==> config.mk <==
export PLATFORM = sky130hd
export DESIGN_NAME = cpuCore
export DESIGN_NICKNAME = d
export VERILOG_FILES = /design/src/rtl/regPkg.sv /design/src/rtl/uopPkg.sv /design/src/rtl/ucodeRom.sv /design/src/rtl/opcodeFlowLut.sv /design/src/rtl/flowSequencer.sv /design/src/rtl/regFile.sv /design/src/rtl/uopExecute.sv /design/src/rtl/cpuCore.sv
export SDC_FILE = /design/constraint.sdc
export NUM_CORES = 1
export LEC_CHECK = 0
export ABC_AREA = 1
export BUFFER_PORTS_ARGS = -buffer_cell sky130_fd_sc_hd__buf_2
export CORE_ASPECT_RATIO = 1.4
export CORE_MARGIN = 5
export CORE_UTILIZATION = 37
export DETAILED_ROUTE_END_ITERATION = 12
export HOLD_SLACK_MARGIN = 0.02
export MAX_ROUTING_LAYER = met4
export PLACE_DENSITY_LB_ADDON = 0.2
export SYNTH_ARGS = -nofsm -noshare
export SYNTH_HDL_FRONTEND = slang
export SYNTH_SLANG_ARGS = --single-unit
==> constraint.sdc <==
create_clock -name iClock -period 6.4 [get_ports iClock]
set_clock_uncertainty 0.2 [all_clocks]
set_input_delay 0 -clock iClock [delete_from_list [all_inputs] [get_ports iClock]]
set_output_delay 0 -clock iClock [all_outputs]
set_load 0.02 [all_outputs]
==> src/rtl/regPkg.sv <==
package regPkg;

	// --------------------
	// Register selects
	// --------------------

	// Codes 0..7 follow the Z80 r field, so opcode bits map straight onto this
	typedef enum logic [3:0]
	{
		rB    = 4'd0,
		rC    = 4'd1,
		rD    = 4'd2,
		rE    = 4'd3,
		rH    = 4'd4,
		rL    = 4'd5,
		rHl   = 4'd6,  // The H:L pair as one 16-bit value
		rA    = 4'd7,
		rPc   = 4'd8,
		rX8   = 4'd9,  // Scratch byte used by relative jumps
		rX16  = 4'd10, // Scratch word for address math
		rNull = 4'd11
	} regSelE;

	// Flag register layout
	localparam int flagZ = 7;

	// --------------------
	// External memory bus
	// --------------------

	typedef struct packed
	{
		logic [15:0] addr;
		logic [7:0]  wData;
		logic        we;    // One cycle per write micro-op
	} memBusT;

endpackage

==> src/rtl/uopPkg.sv <==
package uopPkg;
	import regPkg::*;

	localparam int uAddrW = 6;

	typedef enum logic [3:0]
	{
		nop,
		sma,    // Latch the memory address select
		srm,    // Read data into a register
		smw,    // Write a register to memory
		inc16,
		addx16, // X16 plus the sign-extended selected byte
		spc,    // Load PC from a register
		srx8,
		sx8r,   // Operand byte from the bus into X8
		sx16r,
		aluOp,  // LD r,r' and the A-based logic ops
		ldImm   // Immediate byte into the register in opcode bits 5..3
	} uopCmdE;

	typedef enum logic [1:0] {eofNever, eofAlways, eofIfZ, eofIfNotZ} eofPredE;

	typedef struct packed
	{
		logic    incPc;
		eofPredE eof;
		uopCmdE  cmd;
		regSelE  src;
	} uopT;

	// Flow entry points in the microcode ROM
	localparam logic [uAddrW-1:0] flowNop   = 6'd0;
	localparam logic [uAddrW-1:0] flowLdImm = 6'd1;
	localparam logic [uAddrW-1:0] flowLdRr  = 6'd3;
	localparam logic [uAddrW-1:0] flowAlu   = 6'd4;
	localparam logic [uAddrW-1:0] flowLdAHl = 6'd5;
	localparam logic [uAddrW-1:0] flowStHlA = 6'd8;
	localparam logic [uAddrW-1:0] flowIncHl = 6'd11;
	localparam logic [uAddrW-1:0] flowJr    = 6'd12;
	localparam logic [uAddrW-1:0] flowJrZ   = 6'd17;
	localparam logic [uAddrW-1:0] uAddrLast = 6'd21; // Last used ROM word

endpackage

==> src/rtl/ucodeRom.sv <==
module ucodeRom
	import regPkg::*, uopPkg::*;
(
	input  logic [uAddrW-1:0] uAddr,
	output uopT               uop
);

	always_comb
	begin
		case (uAddr)
			flowNop:           uop = '{1'b1, eofAlways, nop, rNull};

			// LD r,n steps over the opcode first so the operand is on the bus
			flowLdImm:         uop = '{1'b1, eofNever, nop, rNull};
			flowLdImm + 6'd1:  uop = '{1'b1, eofAlways, ldImm, rNull};

			flowLdRr:          uop = '{1'b1, eofAlways, aluOp, rNull};
			flowAlu:           uop = '{1'b1, eofAlways, aluOp, rNull};

			// --------------------
			// Indirect accesses through HL
			// --------------------
			flowLdAHl:         uop = '{1'b1, eofNever, sma, rHl};
			flowLdAHl + 6'd1:  uop = '{1'b0, eofNever, srm, rA};
			flowLdAHl + 6'd2:  uop = '{1'b0, eofAlways, sma, rPc};
			flowStHlA:         uop = '{1'b1, eofNever, sma, rHl};
			flowStHlA + 6'd1:  uop = '{1'b0, eofNever, smw, rA};
			flowStHlA + 6'd2:  uop = '{1'b0, eofAlways, sma, rPc};

			flowIncHl:         uop = '{1'b1, eofAlways, inc16, rHl};

			// --------------------
			// Relative jumps
			// --------------------
			flowJr:            uop = '{1'b1, eofNever, nop, rNull};
			flowJr + 6'd1:     uop = '{1'b1, eofNever, sx8r, rNull};
			flowJr + 6'd2:     uop = '{1'b0, eofNever, sx16r, rPc};  // PC is already past e
			flowJr + 6'd3:     uop = '{1'b0, eofNever, addx16, rX8};
			flowJr + 6'd4:     uop = '{1'b0, eofAlways, spc, rX16};
			flowJrZ:           uop = '{1'b1, eofNever, nop, rNull};
			// Not taken ends here with PC on the next instruction
			flowJrZ + 6'd1:    uop = '{1'b1, eofIfNotZ, sx8r, rNull};
			flowJrZ + 6'd2:    uop = '{1'b0, eofNever, sx16r, rPc};
			flowJrZ + 6'd3:    uop = '{1'b0, eofNever, addx16, rX8};
			flowJrZ + 6'd4:    uop = '{1'b0, eofAlways, spc, rX16};

			default:           uop = '{1'b0, eofAlways, nop, rNull};
		endcase
	end

	// The sequencer parks on a flow's last word, so it never runs past the table
	always_comb
	begin
		assert ($isunknown(uAddr) || uAddr <= uAddrLast)
		else $error("micro address %0d outside the ROM table", uAddr);
	end

endmodule

==> src/rtl/opcodeFlowLut.sv <==
module opcodeFlowLut
	import uopPkg::*;
(
	input  logic [7:0]        readData,
	output logic [uAddrW-1:0] flowStart
);

	// First match wins, so the special cases sit above their groups
	always_comb
	begin
		casez (readData)
			8'h18:       flowStart = flowJr;
			8'h28:       flowStart = flowJrZ;
			8'h23:       flowStart = flowIncHl;
			8'h36:       flowStart = flowNop;   // LD (HL),n is not supported
			8'b00???110: flowStart = flowLdImm;
			8'h77:       flowStart = flowStHlA;
			8'h7E:       flowStart = flowLdAHl;
			8'h76:       flowStart = flowNop;   // HALT
			8'b01110???: flowStart = flowNop;
			8'b01???110: flowStart = flowNop;
			8'b01??????: flowStart = flowLdRr;
			8'hA6:       flowStart = flowNop;
			8'hAE:       flowStart = flowNop;
			8'b1010????: flowStart = flowAlu;   // AND r and XOR r
			default:     flowStart = flowNop;
		endcase
	end

endmodule

==> src/rtl/flowSequencer.sv <==
module flowSequencer
	import uopPkg::*;
(
	input  logic              iClock,
	input  logic              rstN,
	input  logic [7:0]        readData,
	input  logic [uAddrW-1:0] flowStart,
	input  uopT               uop,
	input  logic              zFlag,
	input  logic              pcLoad,
	input  logic [15:0]       pcValue,
	output logic [uAddrW-1:0] uAddr,
	output logic [15:0]       pc,
	output logic [7:0]        opcode,
	output logic              flowRun
);

	typedef enum logic [1:0] {afterReset, startFlow, runFlow, endFlow} seqStateE;

	seqStateE state;
	seqStateE nextState;
	logic     eofHit;

	always_comb
	begin
		case (uop.eof)
			eofNever:  eofHit = 1'b0;
			eofAlways: eofHit = 1'b1;
			eofIfZ:    eofHit = zFlag;
			default:   eofHit = !zFlag;
		endcase
	end

	// --------------------
	// Flow state machine
	// --------------------
	always_comb
	begin
		case (state)
			afterReset: nextState = startFlow;
			startFlow:  nextState = runFlow;
			runFlow:    nextState = eofHit ? endFlow : runFlow;
			default:    nextState = startFlow;
		endcase
	end

	always_ff @(posedge iClock)
	begin
		if (!rstN)
			state <= afterReset;
		else
			state <= nextState;
	end

	assign flowRun = (state == runFlow);

	// The micro PC holds on the last word of a flow
	always_ff @(posedge iClock)
	begin
		if (!rstN)
			uAddr <= flowNop;
		else if (state == startFlow)
			uAddr <= flowStart;
		else if (!eofHit)
			uAddr <= uAddr + 1'b1;
	end

	always_ff @(posedge iClock)
	begin
		if (!rstN)
		begin
			pc <= '0;
			opcode <= '0;
		end
		else
		begin
			if (flowRun && pcLoad)
				pc <= pcValue;  // A jump overrides the increment
			else if (flowRun && uop.incPc)
				pc <= pc + 16'd1;
			if (state == startFlow)
				opcode <= readData;
		end
	end

	uAddrHold: assert property (@(posedge iClock) disable iff (!rstN)
		!(state inside {startFlow, runFlow}) |=> $stable(uAddr))
	else $error("micro PC moved outside startFlow and runFlow");

endmodule

==> src/rtl/regFile.sv <==
module regFile
	import regPkg::*;
(
	input  logic        iClock,
	input  logic        rstN,
	input  logic        flowRun,
	input  regSelE      wrSel,
	input  logic [15:0] wrData,
	input  logic        regWe,
	input  logic        flagWe,
	input  logic [7:0]  flagVal,
	input  logic        x16We,
	input  logic        addrSelWe,
	input  regSelE      addrSel,
	input  regSelE      rdSel,
	input  logic [15:0] pc,
	output logic [15:0] rdData,
	output logic [7:0]  regA,
	output logic [7:0]  x8,
	output logic [15:0] x16,
	output logic [7:0]  flags,
	output logic [15:0] memAddr
);

	logic [7:0] regB;
	logic [7:0] regC;
	logic [7:0] regD;
	logic [7:0] regE;
	logic [7:0] regH;
	logic [7:0] regL;
	regSelE     addrSelQ;

	// --------------------
	// Register writes
	// --------------------
	always_ff @(posedge iClock)
	begin
		if (!rstN)
		begin
			regB <= '0;
			regC <= '0;
			regD <= '0;
			regE <= '0;
			regH <= '0;
			regL <= '0;
			regA <= '0;
			x8 <= '0;
		end
		else if (flowRun && regWe)
		begin
			case (wrSel)
				rB:  regB <= wrData[7:0];
				rC:  regC <= wrData[7:0];
				rD:  regD <= wrData[7:0];
				rE:  regE <= wrData[7:0];
				rH:  regH <= wrData[7:0];
				rL:  regL <= wrData[7:0];
				rHl:
				begin
					regH <= wrData[15:8];
					regL <= wrData[7:0];
				end
				rA:  regA <= wrData[7:0];
				rX8: x8 <= wrData[7:0];
				default: ;
			endcase
		end
	end

	always_ff @(posedge iClock)
	begin
		if (!rstN)
		begin
			x16 <= '0;
			flags <= '0;
			addrSelQ <= rPc;  // Fetch from PC out of reset
		end
		else if (flowRun)
		begin
			if (x16We)
				x16 <= wrData;
			if (flagWe)
				flags <= flagVal;
			if (addrSelWe)
				addrSelQ <= addrSel;
		end
	end

	// --------------------
	// Read side
	// --------------------
	function automatic logic [15:0] selValue(input regSelE sel);
		case (sel)
			rB:      return {8'h00, regB};
			rC:      return {8'h00, regC};
			rD:      return {8'h00, regD};
			rE:      return {8'h00, regE};
			rH:      return {8'h00, regH};
			rL:      return {8'h00, regL};
			rHl:     return {regH, regL};
			rA:      return {8'h00, regA};
			rPc:     return pc;
			rX8:     return {8'h00, x8};
			rX16:    return x16;
			default: return 16'h0000;
		endcase
	endfunction

	assign rdData = selValue(rdSel);
	assign memAddr = selValue(addrSelQ);

	noNullWrite: assert property (@(posedge iClock) disable iff (!rstN)
		regWe |-> wrSel != rNull)
	else $error("register write with a null select");

endmodule

==> src/rtl/uopExecute.sv <==
module uopExecute
	import regPkg::*, uopPkg::*;
(
	input  uopT         uop,
	input  logic [7:0]  opcode,
	input  logic [7:0]  readData,
	input  logic [15:0] rdData,
	input  logic [7:0]  regA,
	input  logic [7:0]  x8,
	input  logic [15:0] x16,
	input  logic [7:0]  flags,
	input  logic        flowRun,
	output regSelE      rdSel,
	output regSelE      wrSel,
	output logic [15:0] wrData,
	output logic        regWe,
	output logic        flagWe,
	output logic [7:0]  flagVal,
	output logic        x16We,
	output logic        addrSelWe,
	output regSelE      addrSel,
	output logic        pcLoad,
	output logic [15:0] pcValue,
	output logic        memWe,
	output logic [7:0]  memWData
);

	logic [7:0]  aluRes;
	logic [15:0] incRes;

	// Kept apart from the decode so the read mux does not loop back into it
	always_comb
	begin
		if (uop.cmd == aluOp)
			rdSel = regSelE'({1'b0, opcode[2:0]});
		else
			rdSel = uop.src;
	end

	// --------------------
	// ALU
	// --------------------
	always_comb
	begin
		if (opcode[3])
			aluRes = regA ^ rdData[7:0];  // XOR r
		else
			aluRes = regA & rdData[7:0];  // AND r
	end

	assign incRes = rdData + 16'd1;

	// --------------------
	// Micro-op decode
	// --------------------
	always_comb
	begin
		wrSel = uop.src;
		wrData = 16'h0000;
		regWe = 1'b0;
		flagWe = 1'b0;
		flagVal = 8'h00;
		x16We = 1'b0;
		addrSelWe = 1'b0;
		addrSel = uop.src;
		pcLoad = 1'b0;
		pcValue = rdData;
		memWe = 1'b0;
		memWData = rdData[7:0];
		case (uop.cmd)
			sma: addrSelWe = 1'b1;
			srm:
			begin
				regWe = 1'b1;
				wrData = {8'h00, readData};
			end
			smw: memWe = flowRun;  // Bus strobe only while a flow runs
			inc16:
			begin
				regWe = 1'b1;
				wrData = incRes;
				flagWe = 1'b1;
				flagVal = flags;
				flagVal[flagZ] = (incRes == 16'h0000);
			end
			addx16:
			begin
				x16We = 1'b1;
				wrData = x16 + {{8{rdData[7]}}, rdData[7:0]};
			end
			spc: pcLoad = 1'b1;
			srx8:
			begin
				regWe = 1'b1;
				wrData = {8'h00, x8};
			end
			sx8r:
			begin
				regWe = 1'b1;
				wrSel = rX8;
				wrData = {8'h00, readData};
			end
			sx16r:
			begin
				x16We = 1'b1;
				wrData = rdData;
			end
			aluOp:
			begin
				regWe = 1'b1;
				if (opcode[7:6] == 2'b01)
				begin
					// LD r,r' copies the source without touching flags
					wrSel = regSelE'({1'b0, opcode[5:3]});
					wrData = rdData;
				end
				else
				begin
					wrSel = rA;
					wrData = {8'h00, aluRes};
					flagWe = 1'b1;
					flagVal[flagZ] = (aluRes == 8'h00);
				end
			end
			ldImm:
			begin
				regWe = 1'b1;
				wrSel = regSelE'({1'b0, opcode[5:3]});
				wrData = {8'h00, readData};
			end
			default: ;
		endcase
	end

endmodule

==> src/rtl/cpuCore.sv <==
module cpuCore
	import regPkg::*, uopPkg::*;
(
	input  logic       iClock,
	input  logic       rstN,
	input  logic [7:0] readData,
	output memBusT     bus
);

	logic [uAddrW-1:0] uAddr;
	logic [uAddrW-1:0] flowStart;
	uopT               uop;
	logic [15:0]       pc;
	logic [7:0]        opcode;
	logic              flowRun;
	regSelE            rdSel;
	regSelE            wrSel;
	regSelE            addrSel;
	logic [15:0]       rdData;
	logic [15:0]       wrData;
	logic              regWe;
	logic              flagWe;
	logic [7:0]        flagVal;
	logic              x16We;
	logic              addrSelWe;
	logic              pcLoad;
	logic [15:0]       pcValue;
	logic              memWe;
	logic [7:0]        memWData;
	logic [7:0]        regA;
	logic [7:0]        x8;
	logic [15:0]       x16;
	logic [7:0]        flags;
	logic [15:0]       memAddr;

	flowSequencer iSeq (.iClock, .rstN, .readData, .flowStart, .uop,
		.zFlag(flags[flagZ]), .pcLoad, .pcValue, .uAddr, .pc, .opcode, .flowRun);

	ucodeRom iRom (.uAddr, .uop);

	opcodeFlowLut iLut (.readData, .flowStart);

	regFile iRegs (.iClock, .rstN, .flowRun, .wrSel, .wrData, .regWe, .flagWe, .flagVal,
		.x16We, .addrSelWe, .addrSel, .rdSel, .pc, .rdData, .regA, .x8, .x16, .flags,
		.memAddr);

	uopExecute iExec (.uop, .opcode, .readData, .rdData, .regA, .x8, .x16, .flags, .flowRun,
		.rdSel, .wrSel, .wrData, .regWe, .flagWe, .flagVal, .x16We, .addrSelWe, .addrSel,
		.pcLoad, .pcValue, .memWe, .memWData);

	// Address comes from the latched select, data from the execute stage
	assign bus = '{addr: memAddr, wData: memWData, we: memWe};

endmodule

* Yosys cells after proc, flatten, opt, wreduce, memory -nomap -nowiden *
Memories as Yosys holds them, arrays and structs flattened. A register that Yosys moved wholly into a read port is not among the register bits.
Index checks and enable logic that the tools add are counted.

cells by class
  muxes and demuxes = 34
  eq/ne operators = 59
  reduce and logical (&&, ||, !) cells = 28
  bitwise gates (word level) = 2
  add/subtract/negate cells = 4

operators by type and width
  kind                                                                   count
  16-bit case mux with 11 select lines                                   2
  16-bit case mux with 6 select lines                                    1
  4-bit by 3-bit equality test with 1-bit output, second input constant  16
  4-bit equality test, second input constant                             12
  16-bit two-way mux                                                     3
  6-bit case mux with 4 select lines                                     2
  16-bit by 1-bit adder with 16-bit output, second input constant        2
  4-bit by 2-bit equality test with 1-bit output, second input constant  8
  8-bit by 6-bit equality test with 1-bit output, second input constant  3
  8-bit by 7-bit equality test with 1-bit output, second input constant  3
  6-bit two-way mux                                                      4
  2-bit AND reduction                                                    11
  16-bit adder                                                           1
  4-bit by 1-bit equality test with 1-bit output, second input constant  4
  8-bit equality test, second input constant                             2
  16-bit logical NOT                                                     1
  8-bit case mux with 2 select lines                                     1
  4-bit logical NOT                                                      3
  4-bit case mux with 3 select lines                                     1
  6-bit case mux with 2 select lines                                     1
  11-bit two-way mux                                                     1
  5-bit by 4-bit equality test with 1-bit output, second input constant  2
  5-bit two-way mux                                                      2
  8-bit bitwise AND                                                      1
  other kinds (22)                                                       40

storage, ports and cells
  bits of input ports = 10
  ROM bits = 352
  word-level logic and storage cells = 143
  memories kept = 1
  bits in registers = 117
  output and inout bits = 25

memory list
  name              words  bits a word  read ports  clocked after memory_dff  write ports  line            source
  (name not given)  32     11           1           1                         0            ucodeRom.sv:10  case (uAddr)

* Longest topological paths before layout *
Gate-level depths: netlist of the first run.

  depth in word-level cells = 10
  depth in mapped cells = 29
  mapped depth without buffers = 28

* Cells and area by module *
From an unflattened synthesis of the first run, not the netlist that was laid out.

second synthesis, totals
  cells, all modules = 1775
  area, all modules = 10328.7 sq um

modules (own cells, without submodules)
  module         cells each  times used  area each (sq um)  sequential area each (sq um)
  regFile        884         1           5317.6             1841.8
  uopExecute     461         1           2434.8             0.0
  flowSequencer  286         1           1856.8             640.6
  ucodeRom       93          1           489.2              0.0
  opcodeFlowLut  50          1           222.7              0.0
  cpuCore        1           1           7.5                0.0

* Worst setup path before layout of the first run *
No wires, ideal clock.

  kind = register to register
  start point = register iSeq.uAddr[5]
  end point = register iRegs.regH[1]
  path slack = 2764 ps
  library setup time = 132 ps
  path buffers = 1
  period minus slack after synthesis = 3636 ps
  stages on the path, launching flop included = 24
  arrival time = 3304 ps
  required time = 6068 ps
  cells stage by stage = dfxtp_1 inv_4 nand2_4 nor2_8 nand2_8 nand2_2 nand2_4 nand2_4 nor2_2 buf_4 nand2_1 o21ai_1 nor2_1 nand3_2 ha_1 fa_1 nand2_1 o21ai_0 a21oi_1 o2111ai_1 o21ai_0 inv_1 nand2_1 a21oi_1

RTL lines
  what                      line                 source
  start: declaration        flowSequencer.sv:12  output logic [uAddrW-1:0] uAddr,
  start signal: assignment  flowSequencer.sv:61  uAddr <= flowNop;
  start signal: assignment  flowSequencer.sv:63  uAddr <= flowStart;
  start signal: assignment  flowSequencer.sv:65  uAddr <= uAddr + 1'b1;
  end signal: assignment    regFile.sv:56        rH: regH <= wrData[7:0];
  end signal: assignment    regFile.sv:60        regH <= wrData[15:8];
  end: declaration          regFile.sv:29        logic [7:0] regH;

* Final worst setup path of the first run *
  start point = register iSeq.uAddr[5]
  end point = register iRegs.regC[6]

between the ends
  word-level cells in the longest chain between the ends = 9
  elaborated cells on any way between the ends = 36
  those cells by class = add/sub: 2; eq/ne: 19; mux: 8; bitwise: 2; reduce/logical: 5

ends and longest elaborated chain
  what                                                                  line            source
  11-bit two-way mux *                                                  ucodeRom.sv:10
  parallel branches: the longest is 8 deep, another holds 16-bit adder  --
  end signal: assignment                                                regFile.sv:53   rC: regC <= wrData[7:0];
  end: declaration                                                      regFile.sv:26   logic [7:0] regC;

Every way passes the cells marked *.
A chain may end at the register's enable or synchronous reset.

==> results by group, run 1 <==
Global route
  • Vias in the first global route: 10200
  • Total GRT Usage: 27.1%
  • Largest net degree at the start of global routing: between 60 and 70
  • First-pass GRT wire length: a little over 60 mm
  • Grt ovf: 0
  • Initial antenna violation count: 0

Worst setup path
  • R2r worst-path depth: 23
  • Kind of critical path: register to register
  • Critical Path Sink Type: register
  • Reg2Reg Setup Slack: 1.80 ns
  • CP Launch Type: register
  • WP data arrival: 4.71 ns
  • R2r endpoint: iRegs.regC[6]$_SDFFE_PN0P_
  • Crit path required time: 6.52 ns
  • Peak fanout along the critical path: 11
  • Worst reg2reg startpoint: iSeq.uAddr[5]$_SDFFE_PN0N_

Logic synthesis
  • Netlist cell types: 60
  • Dominant synthesized flop cell: dfxtp_1
  • Syn Inst Count: 1578
  • Synthesized cell area: 0.00987 mm²
  • Net count after synthesis: 1623
  • Synth warn: 0
  • Yosys reg bits: 128
  • Async SR Flop Fraction: 0%
  • EDFF count, synth: 0
  • Post-Syn Area per Cell: 6.26 µm²
  • Post-synth top area cell: dfxtp_1
  • Synth top area share: 26.0%
  • Synth top area cells: dfxtp_1 (26%), nand2_1 (11%), inv_1 (10%), nand3_1 (6.8%), nor2_1 (5.7%)
  • Register area share after synthesis: 26.0%

Detailed routing
  • WL met1: between 15 and 20 mm
  • Routed WL: 40.2 mm
  • Via density: ~5.5
  • DRC: 0
  • Met3 WL: 2.19 mm
  • Initial drt markers: 727
  • Highest routed layer: met4
  • Antenna-violating nets left: 0
  • Drt pass-1 iters: 6
  • Per-cell routed wire length: 20.7 µm
  • DR WL met2: 20.2 mm
  • Vias: 10700

Power
  • Static Leak: 4.99 nW
  • Sequential power share: 31.8%
  • Worst vdd ir: 162 µV
  • Switching power: 0.00129 W
  • Pwr dens: 272 mW/mm²
  • Internal: between 0.0015 and 0.002 W
  • Combinational Power Share: 37.7%
  • Sw frac: 43.1%
  • Clk pwr share: 30.5%

Die
  • Die Ht: 203 µm
  • Die area: around 0.03 mm²
  • Std cell rows: 70
  • Core area: 0.0263 mm²
  • I/O pins: 35
  • Chip width: 148 µm
  • Starting Density: 37.6%

Timing
  • Final Max Slew Viols: 0
  • Least-Margin Pin Slew: 1.13 ns
  • Final Worst Setup Slack: about 1.8 ns
  • Post-layout minimum cycle time: 4.60 ns
  • Max_slew headroom: around a quarter
  • Final-report hold violation count: 0
  • Final setup fails: 0
  • FMAX: 0.218 GHz
  • RSZ-0062 raised after global routing: false
  • Fin Setup TNS: 0 ns
  • Part of the cycle the worst path needs: 71.8%

Worst hold path
  • HP Start: iSeq.opcode[6]$_SDFFE_PN0P_
  • Hold Crit Class: register to register
  • Worst Hold End: iSeq.opcode[6]$_SDFFE_PN0P_
  • Worst hold path depth: 2

CTS
  • H-tree Lvls: 4
  • Worst-Skew Late Latency: 0.43 ns
  • Clock Sinks: 128
  • TritonCTS clock tree: built
  • Clock Path Buffers: 2
  • Post-CTS Repair Setup Buffers: 0
  • Clk root buf: clkbuf_16
  • Num CTS Buffers: 17
  • Worst-path clk slew: about 0.060 ns

Cells and area
  • Finished Cell Area: 0.0110 mm²
  • Share of layout cells above drive strength 1: 10.0%
  • Utilization after layout: 41.7%
  • Antenna cells: 0
  • Fin cells: 1943
  • Area Overhead vs Synth: 11.0%
  • # nets final: roughly 1700

Placement
  • Post-detail-place hpwl: 31.8 mm
  • Post-place setup slack: about 1.9 ns
  • Routability Congestion: 0.997
  • Area after DPL: 0.0104 mm²
  • Placed Instances: 1905
  • PortBufs: 34

Outcome
  • Status: finished, final reports clean

Job
  • Max-Cap Viols: 0
layout by cell type (no fill, tap or decap), types with 5 or more instances in the layout:
cell,netlist,layout
nand2_1,297,297
inv_1,266,265
nor2_1,151,151
nand3_1,135,135
dfxtp_1,128,128
a21oi_1,113,113
o21ai_0,101,101
o21ai_1,37,37
ha_1,34,34
buf_2,3,34
o22ai_1,32,32
nand2_2,17,17
clkbuf_16,0,17
nor3_1,16,16
nand4_1,16,16
o211ai_1,15,15
nor2_2,14,14
inv_2,12,13
a31oi_1,13,13
xor2_1,13,13
nor4_1,11,11
nor2_4,10,10
buf_4,3,10
dlygate4sd3_1,0,9
clkinv_1,8,8
a221oi_1,8,8
a211oi_1,8,8
nand3_2,7,7
nand2_4,6,6
nand3_4,5,5
or2_2,5,5
o2111ai_1,5,5
o221ai_1,5,5
o21bai_1,5,5
critical path, stage by stage (launching register included):
cell      delay (ns)
dfxtp_1         0.49
inv_4           0.11
nand2_4         0.12
nor2_8          0.06
nand2_8         0.12
nand2_8         0.08
nor2_8          0.12
inv_2           0.08
nor2_2          0.47
nand2_1         0.10
o21ai_1         0.10
nor2_1          0.08
nand3_2         0.25
ha_1            0.26
fa_1            0.20
inv_1           0.06
o31ai_1         0.46
nand3_2         0.15
a21oi_2         0.26
nand3_1         0.10
nand3_1         0.13
nand2_2         0.20
o21bai_1        0.20
inv_1           0.05
cells by family after synthesis:
group,Yosys count,synth area share (%)
AO/OA/AOI/OAI,365,21.4
XOR/XNOR,13,1.15
adder cells (fa/ha/maj),35,4.51
buffers and inverters,328,12.6
flip-flops,128,26.0
multiplexers,3,0.304
AND/OR/NAND/NOR,706,34.1
synth_stat cells, types with 10 or more instances:
library cell and instances:
nand2_1 297, inv_1 266, nor2_1 151, nand3_1 135, dfxtp_1 128, a21oi_1 113, o21ai_0 101, o21ai_1 37
ha_1 34, o22ai_1 32, clkbuf_1 31, nand2_2 17, nand4_1 16, nor3_1 16, o211ai_1 15, nor2_2 14
a31oi_1 13, xor2_1 13, inv_2 12, nor4_1 11, nor2_4 10
worst max-delay path by stage:
stage	cells past startpoint	slack, ns	to	start
floorplan	23	2.76	iRegs.regH[1]$_SDFFE_PN0P_	iSeq.uAddr[5]$_SDFFE_PN0N_
global placement	23	1.87	iRegs.regH[7]$_SDFFE_PN0P_	iSeq.uAddr[5]$_SDFFE_PN0N_
detailed placement	20	1.87	iRegs.regC[6]$_SDFFE_PN0P_	iSeq.uAddr[5]$_SDFFE_PN0N_
CTS	22	1.85	iRegs.regC[6]$_SDFFE_PN0P_	iSeq.uAddr[5]$_SDFFE_PN0N_
global route	22	1.42	iRegs.regC[6]$_SDFFE_PN0P_	iSeq.uAddr[5]$_SDFFE_PN0N_
finish	23	1.80	iRegs.regC[6]$_SDFFE_PN0P_	iSeq.uAddr[5]$_SDFFE_PN0N_
area by class of cell:
cell class	count	area (µm²)
repair buffers	53	335
inverters	287	1080
flip-flops and latches	128	2560
clock buffers	22	454
well taps	324	405
fillers	2878	15300
clock inverters	7	65.1
multi-input cells	1122	6060
through the flow:
stage / hold slack (ns) / power (W)
3_5_place_dp: 0.131 / 0.00208
6_report: 0.257 / 0.00299
2_1_floorplan: -0.0651 / 0.00173
3_3_place_gp: 0.139 / 0.00208
5_1_grt: 0.271 / 0.00314
4_1_cts: 0.238 / 0.00299
sequential cells by signal (all words and copies together), names as in the netlist, named ones only:
register / flops
iRegs.regD: 8
iRegs.x8: 8
iRegs.regC: 8
iRegs.flags: 1
iSeq.opcode: 8
iRegs.regB: 8
iRegs.regL: 8
iSeq.uAddr: 6
iSeq.pc: 16
iRegs.x16: 16
iRegs.regH: 8
iSeq.state: 2
iRegs.addrSelQ: 4
iRegs.regA: 8
iRegs.regE: 8
power groups by stage:
stage / logic (W) / clock network, W / registers, W
6_report: 0.00113 / 0.000910 / 0.000949
5_1_grt: 0.00123 / 0.000951 / 0.000957
4_1_cts: 0.00112 / 0.000920 / 0.000949
3_5_place_dp: 0.00111 / 0 / 0.000965
3_3_place_gp: 0.00112 / 0 / 0.000965
2_1_floorplan: 0.000792 / 0 / 0.000936
routing by layer:
metal / up-vias / GRT usage, %
met5: - / -
met4: 0 / 13.6
met3: 106 / 3.93
met2: 389 / 46.7
met1: 4945 / 30.6
li1: 5275 / -
timing repair:
action | in CTS | in global routing
endpoints found under the hold margin | 11 | 0
resized for setup | 0 | 0
hold buffers | 9 | 0
Power figures use the tool's default switching activity.
==> inputs of run 2 (changes only) <==
- ABC_AREA: 1 -> 0
- clock period: 6.4 -> 4.7 ns (I/O delays scaled with it)
==> run 2 against run 1 <==
Synthesized cell count decreased by 20%. Cell area increased by 8.8%. Non-clock buffer count is 128 higher. Clock power is 48% higher. Critical endpoint is now iRegs.regH[1]$_SDFFE_PN0P_. Sequential power is 32% higher. Routed wire length grew 6.1%. Synthesized area shrank 1.5%. Clock-buffer cell count shrank 5. Combinational power is 66% higher.
==> results by group, run 2 <==
Worst setup path
  • CP Launch Type: register
  • Kind of critical path: register to register
  • Critical path depth: 19 (-17%)
  • Top delay family on crit path: compound AO/OA/AOI/OAI gates
  • Critical Path Sink Type: register
  • Peak fanout along the critical path: 7 (-4)
  • R2r worst-path depth: 19 (-17%)
  • R2r endpoint: iRegs.regH[1]$_SDFFE_PN0P_
  • Largest stage delay, worst path: 0.43 ns (-0.06 ns)
  • Crit path required time: 4.81 ns (-1.71 ns)
  • Slowest CP cell: a2111oi_4
  • Critical path buffers and inverters: 4 (unchanged)
  • WP data arrival: 4.62 ns (-0.09 ns)
  • Crit-path cells: nand4bb_1, buf_6, mux2_4, buf_6, a221oi_4, a31oi_2, a2111oi_4, inv_2, ha_4, buf_4, a31oi_4, o21ai_1, nand4b_1, a41o_1, o21a_1, o21a_1, or3_1, a31oi_2, o221ai_1
  • Reg2Reg Setup Slack: 0.19 ns (-1.62 ns)

Die
  • Chip width: 147 µm (-0.71%)
  • Starting Density: 37.4% (-0.20 points)
  • Die Ht: 202 µm (-0.73%)
  • Core area: 0.0260 mm² (-1.0%)
  • I/O pins: 35 (unchanged)
  • Std cell rows: 70 (unchanged)
  • Die area: 0.0297 mm² (-1.4%)

Global route
  • Grt ovf: 0 (unchanged)
  • Total GRT Usage: 29.1% (+2.0 points)
  • Vias in the first global route: 10300 (+1.4%)
  • Largest net degree at the start of global routing: 63 (-7.4%)
  • First-pass GRT wire length: 64.2 mm (+5.8%)
  • Initial antenna violation count: 0 (unchanged)

Cells and area
  • Antenna cells: 0 (unchanged)
  • Top flop regs: iRegs.x16: 16 flops, iSeq.pc: 16 flops
  • Commonest non-fill, non-tap cells in the layout: nor2_1 (179), buf_4 (131), dfxtp_1 (124)
  • Most common cell after layout, fill and taps aside: nor2_1
  • # nets final: 1421 (-14%)
  • Area Overhead vs Synth: 22.7%
  • Filler cells: 2604 (-9.5%)
  • Finished Cell Area: 0.0119 mm² (+8.8%)
  • Share of layout cells above drive strength 1: 21.5% (+11 points)

Placement
  • PortBufs: 34 (unchanged)
  • Routability Congestion: 1.04 (+4.1%)
  • Post-detail-place hpwl: 33.6 mm (+5.9%)
  • Area after DPL: 0.0110 mm² (+6.7%)

Logic synthesis
  • Synth top area share: 26.4% (+0.40 points)
  • Post-synth top area cell: dfxtp_1
  • Dominant synthesized flop cell: dfxtp_1
  • Cell with the most instances after synthesis: nor2_1
  • Register area share after synthesis: 26.4% (+0.40 points)
  • Syn Inst Count: 1263 (-20%)
  • Top post-synthesis cells by count: nor2_1 (180), dfxtp_1 (128), nand2_1 (114), a211oi_1 (89), clkbuf_1 (65)
  • EDFF count, synth: 0 (unchanged)
  • Async SR Flop Fraction: 0% (unchanged)
  • Synth top area cells: dfxtp_1 (26%), nor2_1 (6.9%), a211oi_1 (6.9%), nand2_1 (4.4%), ha_1 (4.4%)
  • Yosys reg bits: 128 (unchanged)
  • Net count after synthesis: 1308 (-19%)
  • Netlist cell types: 95 (+58%)
  • Synth warn: 0 (unchanged)
  • Post-Syn Area per Cell: 7.70 µm² (+23%)
  • Synthesized cell area: 0.00972 mm² (-1.5%)

Timing
  • RSZ-0062 raised after global routing: true
  • Final setup fails: 0 (unchanged)
  • Max_slew headroom: 19.2% (-5.1 points)
  • Final-report hold violation count: 0 (unchanged)
  • FMAX: 0.221 GHz (+1.8%)
  • WHS: 0.287 ns (+0.0302 ns)
  • Post-layout minimum cycle time: 4.51 ns (-0.0817 ns)
  • Least-Margin Pin Slew: 1.21 ns (+0.0735 ns)
  • Fin Setup TNS: 0 ns (unchanged)
  • Final Max Slew Viols: 0 (unchanged)
  • Part of the cycle the worst path needs: 96.1% (+24 points)

Detailed routing
  • Vias: 10800 (+0.46%)
  • DRC: 0 (unchanged)
  • Drt pass-1 iters: 7 (+1)
  • Routed WL: 42.7 mm (+6.1%)
  • Per-cell routed wire length: 24.9 µm (+20%)
  • Initial drt markers: 1020 (+40%)
  • Antenna-violating nets left: 0 (unchanged)
  • Via density: 6.28 (+14%)

CTS
  • Clk root buf: clkbuf_16
  • Worst-path clk slew: 0.06 ns (about the same)
  • Worst-Skew Late Latency: 0.44 ns (about the same)
  • Num CTS Buffers: 17 (unchanged)
  • H-tree Lvls: 4 (unchanged)
  • Clock Path Buffers: 2 (unchanged)
  • Clock Sinks: 128 (unchanged)
  • TritonCTS clock tree: built

Worst hold path
  • Worst Hold End: iSeq.opcode[7]$_SDFFE_PN0P_
  • Hold Crit Class: register to register
  • HP Start: iSeq.opcode[7]$_SDFFE_PN0P_
  • Worst hold path depth: 2 (unchanged)

Job
  • Max-Cap Viols: 0 (unchanged)

Power
  • Pwr dens: 375 mW/mm² (+38%)
  • Power, Total: 0.00448 W (+50%)
  • Worst vdd ir: 240 µV (+48%)
  • Static Leak: 4.68 nW (-6.2%)

Outcome
  • Status: finished, final reports clean
[run 2: cell count changes in the layout (fill, tap and decap cells not counted), sizes merged, moves of 16 or more]
cell / delta
o21ai: -88
a211oi: +81
buf: +128
inv: -245
nor2b: +17
and3: +28
a21oi: -63
a22oi: +25
mux2: +16
xnor2: +23
mux2i: +26
nand3: -104
nand2: -208
o22ai: -17
[run 2: worst max path at each step]
stage,end,slack (ns)
floorplan,iRegs.regH[1]$_SDFFE_PN0P_,-0.005
global placement,iRegs.regH[5]$_SDFFE_PN0P_,-0.02
detailed placement,iRegs.regH[5]$_SDFFE_PN0P_,-0.02
CTS,iRegs.regH[4]$_SDFFE_PN0P_,-0.03
global route,iRegs.flags[7]$_SDFFE_PN0P_,-0.01
finish,iRegs.regH[1]$_SDFFE_PN0P_,0.19
[run 2: cell type report]
class / instances / area [µm²] / area share [%]
clock inverters: 15 / 159 / 1.33
well taps: 324 / 405 / 3.40
multi-input cells: 1016 / 6900 / 57.8
inverters: 32 / 121 / 1.02
repair buffers: 181 / 1360 / 11.4
flip-flops and latches: 128 / 2570 / 21.5
clock buffers: 17 / 425 / 3.56
[run 2: power by group]
part	total (W)	leakage (nW)	switching, W	internal [W]
combinational	0.00188	3.37	0.00117	0.000709
clock	0.00135	0.280	0.000564	0.000785
sequential	0.00125	1.04	0.0000905	0.00116
[run 2: metal layers]
layer / GRT usage, % / part of all wire (%) / wire (µm) / vias up
li1: - / - / - / 4952
met1: 31.6 / 37 / 15800 / 5191
met2: 48.7 / 49 / 20700 / 451
met3: 3.88 / 5.4 / 2310 / 170
met4: 20.7 / 8.9 / 3790 / 0
met5: - / 0 / 0 / -
[run 2: what timing repair did]
item | in CTS | in global routing
buffers inserted | 0 | 2
endpoints found under the hold margin | 23 | 0
gates resized for setup | 3 | 44
setup endpoints to repair | 2 | 41
pin swaps | 3 | 25
hold buffers | 9 | 0
[run 2: logic make-up after synthesis]
logic type / count (synthesis) / synth area share (%)
and+or+nand+nor: 514 / 26.2
adders and majority gates: 35 / 4.58
muxes: 48 / 5.74
buffers and inverters: 119 / 5.16
AOI/OAI and AO/OA: 375 / 28.0
DFF: 128 / 26.4
xor gates and xnor gates: 44 / 3.96
[run 2: worst reg2reg max path: cells and delay by family, from the launching register on]
family,cells,cell delay [ns]
AOI/OAI and AO/OA,10,2.07
and+or+nand+nor,3,0.68
buffers and inverters,4,0.56
DFF,1,0.32
muxes,1,0.32
adders and majority gates,1,0.23
[run 2: through the flow]
step,instances,utilization [%],setup WS (ns)
2_1_floorplan,1263,-,-0.00491
3_3_place_gp,1670,42.5,-0.0150
3_5_place_dp,1670,42.5,-0.0202
4_1_cts,1711,45.1,-0.0346
5_1_grt,1713,45.9,-0.0123
6_report,1713,45.9,0.185
==> inputs of run 3 (changes only) <==
- CORE_UTILIZATION: 37 -> 40
==> run 3 against run 2 <==
Total power grew 0.66%. Critical endpoint is now iRegs.regH[7]$_SDFFE_PN0P_. Highest routed layer unchanged. Sequential power is essentially flat. Largest cell class unchanged. Non-clock buffer count grew 8. Largest power group unchanged.
==> results by group, run 3 (same netlist as run 2, synthesis figures left out) <==
Outcome
  • Status: finished, final reports clean

Die
  • Die area: 0.0276 mm² (-7.1%)
  • Chip width: 142 µm (-3.6%)
  • Core area: 0.0240 mm² (-7.8%)
  • Std cell rows: 67 (-4.3%)
  • I/O pins: 35 (unchanged)
  • Starting Density: 40.6% (+3.2 points)
  • Die Ht: 194 µm (-3.6%)

Placement
  • Routability Congestion: 1.01 (-2.4%)
  • PortBufs: 34 (unchanged)
  • Post-place setup slack: -0.124 ns (-0.104 ns)
  • Post-detail-place hpwl: 33.8 mm (+0.39%)

CTS
  • TritonCTS clock tree: built
  • Num CTS Buffers: 17 (unchanged)
  • Worst-Skew Late Latency: 0.43 ns (about the same)
  • Worst-path clk slew: 0.06 ns (about the same)
  • Clock Sinks: 128 (unchanged)
  • H-tree Lvls: 4 (unchanged)
  • Clk root buf: clkbuf_16
  • Clock Path Buffers: 2 (unchanged)

Worst setup path
  • Top delay family on crit path: compound AO/OA/AOI/OAI gates
  • Crit-path cells: nand4bb_4, buf_12, mux2i_1, buf_4, buf_4, buf_4, and3_1, a221o_1, nor3_4, inv_1, ha_1, or2_2, a41o_1, o21ai_1, nand2_1, nor4_1, o32ai_1, o31a_1
  • Critical path buffers and inverters: 5 (+1)
  • WP data arrival: 4.72 ns (+0.10 ns)
  • CP Launch Type: register
  • Kind of critical path: register to register
  • Most common cell type on the critical path: buf_4
  • Crit path required time: 4.82 ns (about the same)
  • Critical Path Sink Type: register
  • Peak fanout along the critical path: 11 (+4)
  • Slowest CP cell: o31a_1
  • Largest stage delay, worst path: 0.35 ns (-0.08 ns)

Power
  • Static Leak: 4.74 nW (+1.2%)
  • Worst vdd ir: 264 µV (+10%)
  • Pwr dens: 377 mW/mm² (+0.49%)

Detailed routing
  • Antenna-violating nets left: 0 (unchanged)
  • Per-cell routed wire length: 25.3 µm (+1.5%)
  • Initial drt markers: 1189 (+17%)
  • DRC: 0 (unchanged)
  • Via density: 6.33 (+0.80%)
  • Vias: 10800 (+0.50%)
  • Routed WL: 43.2 mm (+1.2%)
  • Drt pass-1 iters: 5 (-2)

Global route
  • Largest net degree at the start of global routing: 83 (+32%)
  • Total GRT Usage: 31.5% (+2.4 points)
  • Grt ovf: 0 (unchanged)
  • Vias in the first global route: 10100 (-2.4%)
  • Initial antenna violation count: 0 (unchanged)
  • First-pass GRT wire length: 63.9 mm (-0.50%)

Cells and area
  • Top flop regs: iRegs.x16: 16 flops, iSeq.pc: 16 flops
  • Area Overhead vs Synth: 22.9%
  • Register area: 0.00257 mm² (unchanged)
  • Commonest non-fill, non-tap cells in the layout: nor2_1 (180), buf_4 (141), dfxtp_1 (122)
  • Most common cell after layout, fill and taps aside: nor2_1
  • Share of layout cells above drive strength 1: 21.4% (-0.051 points)
  • # nets final: 1429 (+0.56%)
  • Filler cells: 2438 (-6.4%)
  • Multi-input logic area: 0.00688 mm² (-0.24%)
  • Utilization after layout: 49.9% (+4.0 points)

Worst hold path
  • Hold Crit Class: input pin to register

Timing
  • Final Max Slew Viols: 0 (unchanged)
  • Part of the cycle the worst path needs: 97.9% (+1.8 points)
  • Final Worst Setup Slack: 0.101 ns (-0.0848 ns)
  • Post-layout minimum cycle time: 4.60 ns (+0.0848 ns)
  • WHS: 0.280 ns (-0.00697 ns)
  • Max_slew headroom: 29.5% (+10 points)
  • Final setup fails: 0 (unchanged)
  • RSZ-0062 raised after global routing: true
  • FMAX: 0.217 GHz (-1.8%)
  • Least-Margin Pin Slew: 1.06 ns (-0.152 ns)
  • Fin Setup TNS: 0 ns (unchanged)
  • Final-report hold violation count: 0 (unchanged)

Job
  • Max-Cap Viols: 0 (unchanged)
==> run 3: cell types whose count changed in the layout (fill, tap and decap cells not counted), moves of 2 or more <==
cell and delta:
nor3_2 -2, o21ai_1 -3, o21ai_0 +2, dfxtp_2 +3, a211oi_1 +2, dfxtp_1 -2, a21oi_2 -2, a211oi_2 -2
buf_4 +10, clkinv_2 -3, or2_4 -2, or2_2 +2
==> run 3: layout make-up <==
cell class	instances	area share [%]
tap	310	3.24
sequential	128	21.5
inverter	32	1.00
multi-input combinational	1016	57.5
clock buffer	19	3.71
clock inverter	13	1.26
antenna	1	0.0209
timing repair buffer	189	11.7
==> run 3: worst min-delay path, stage by stage <==
cell and delay [ns]:
dlygate4sd3_1 0.52, buf_2 0.18, mux2i_1 0.09, nor2_1 0.07
==> run 3: per-stage QoR <==
step / total power, W / cell area [µm²] / std cells
after floorplan: 0.00229 / 9750 / 1263
after global placement: 0.00306 / 11100 / 1664
after detailed placement: 0.00307 / 11100 / 1664
after CTS: 0.00443 / 11800 / 1705
after global routing: 0.00469 / 12000 / 1707
final: 0.00451 / 12000 / 1708
==> run 3: where the power goes <==
part           internal, W  switching [W]
Combinational     0.000720        0.00117
Sequential         0.00116       0.000101
Clock             0.000805       0.000555
Total              0.00268        0.00182
==> run 3: per-layer routing <==
metal  up-vias  part of all wire, %  track usage (%)
li1       4992                    -                -
met1      5217                   38             35.5
met2       457                   48             51.6
met3       152                  5.3             3.96
met4         0                  8.7             21.3
met5         -                    0                -
==> run 3: repair_timing <==
item	4_1_cts	5_1_grt
buffers inserted	0	2
pin swaps	0	22
hold endpoints to repair	20	0
gates resized for setup	3	34
hold buffers	9	0
setup endpoints to repair	12	49
==> run 3: path summary, 6_finish.rpt <==
path                                    start                           to  slack, ns  cells past startpoint
setup / recovery                     register   iRegs.regH[7]$_SDFFE_PN0P_       0.10                     18
hold / removal                    readData[0]  iSeq.opcode[0]$_SDFFE_PN0P_       0.28                      4
setup reg to reg                     register   iRegs.regH[7]$_SDFFE_PN0P_       0.10                     18
hold reg to reg   iSeq.opcode[5]$_SDFFE_PN0P_  iSeq.opcode[5]$_SDFFE_PN0P_       0.30                      2
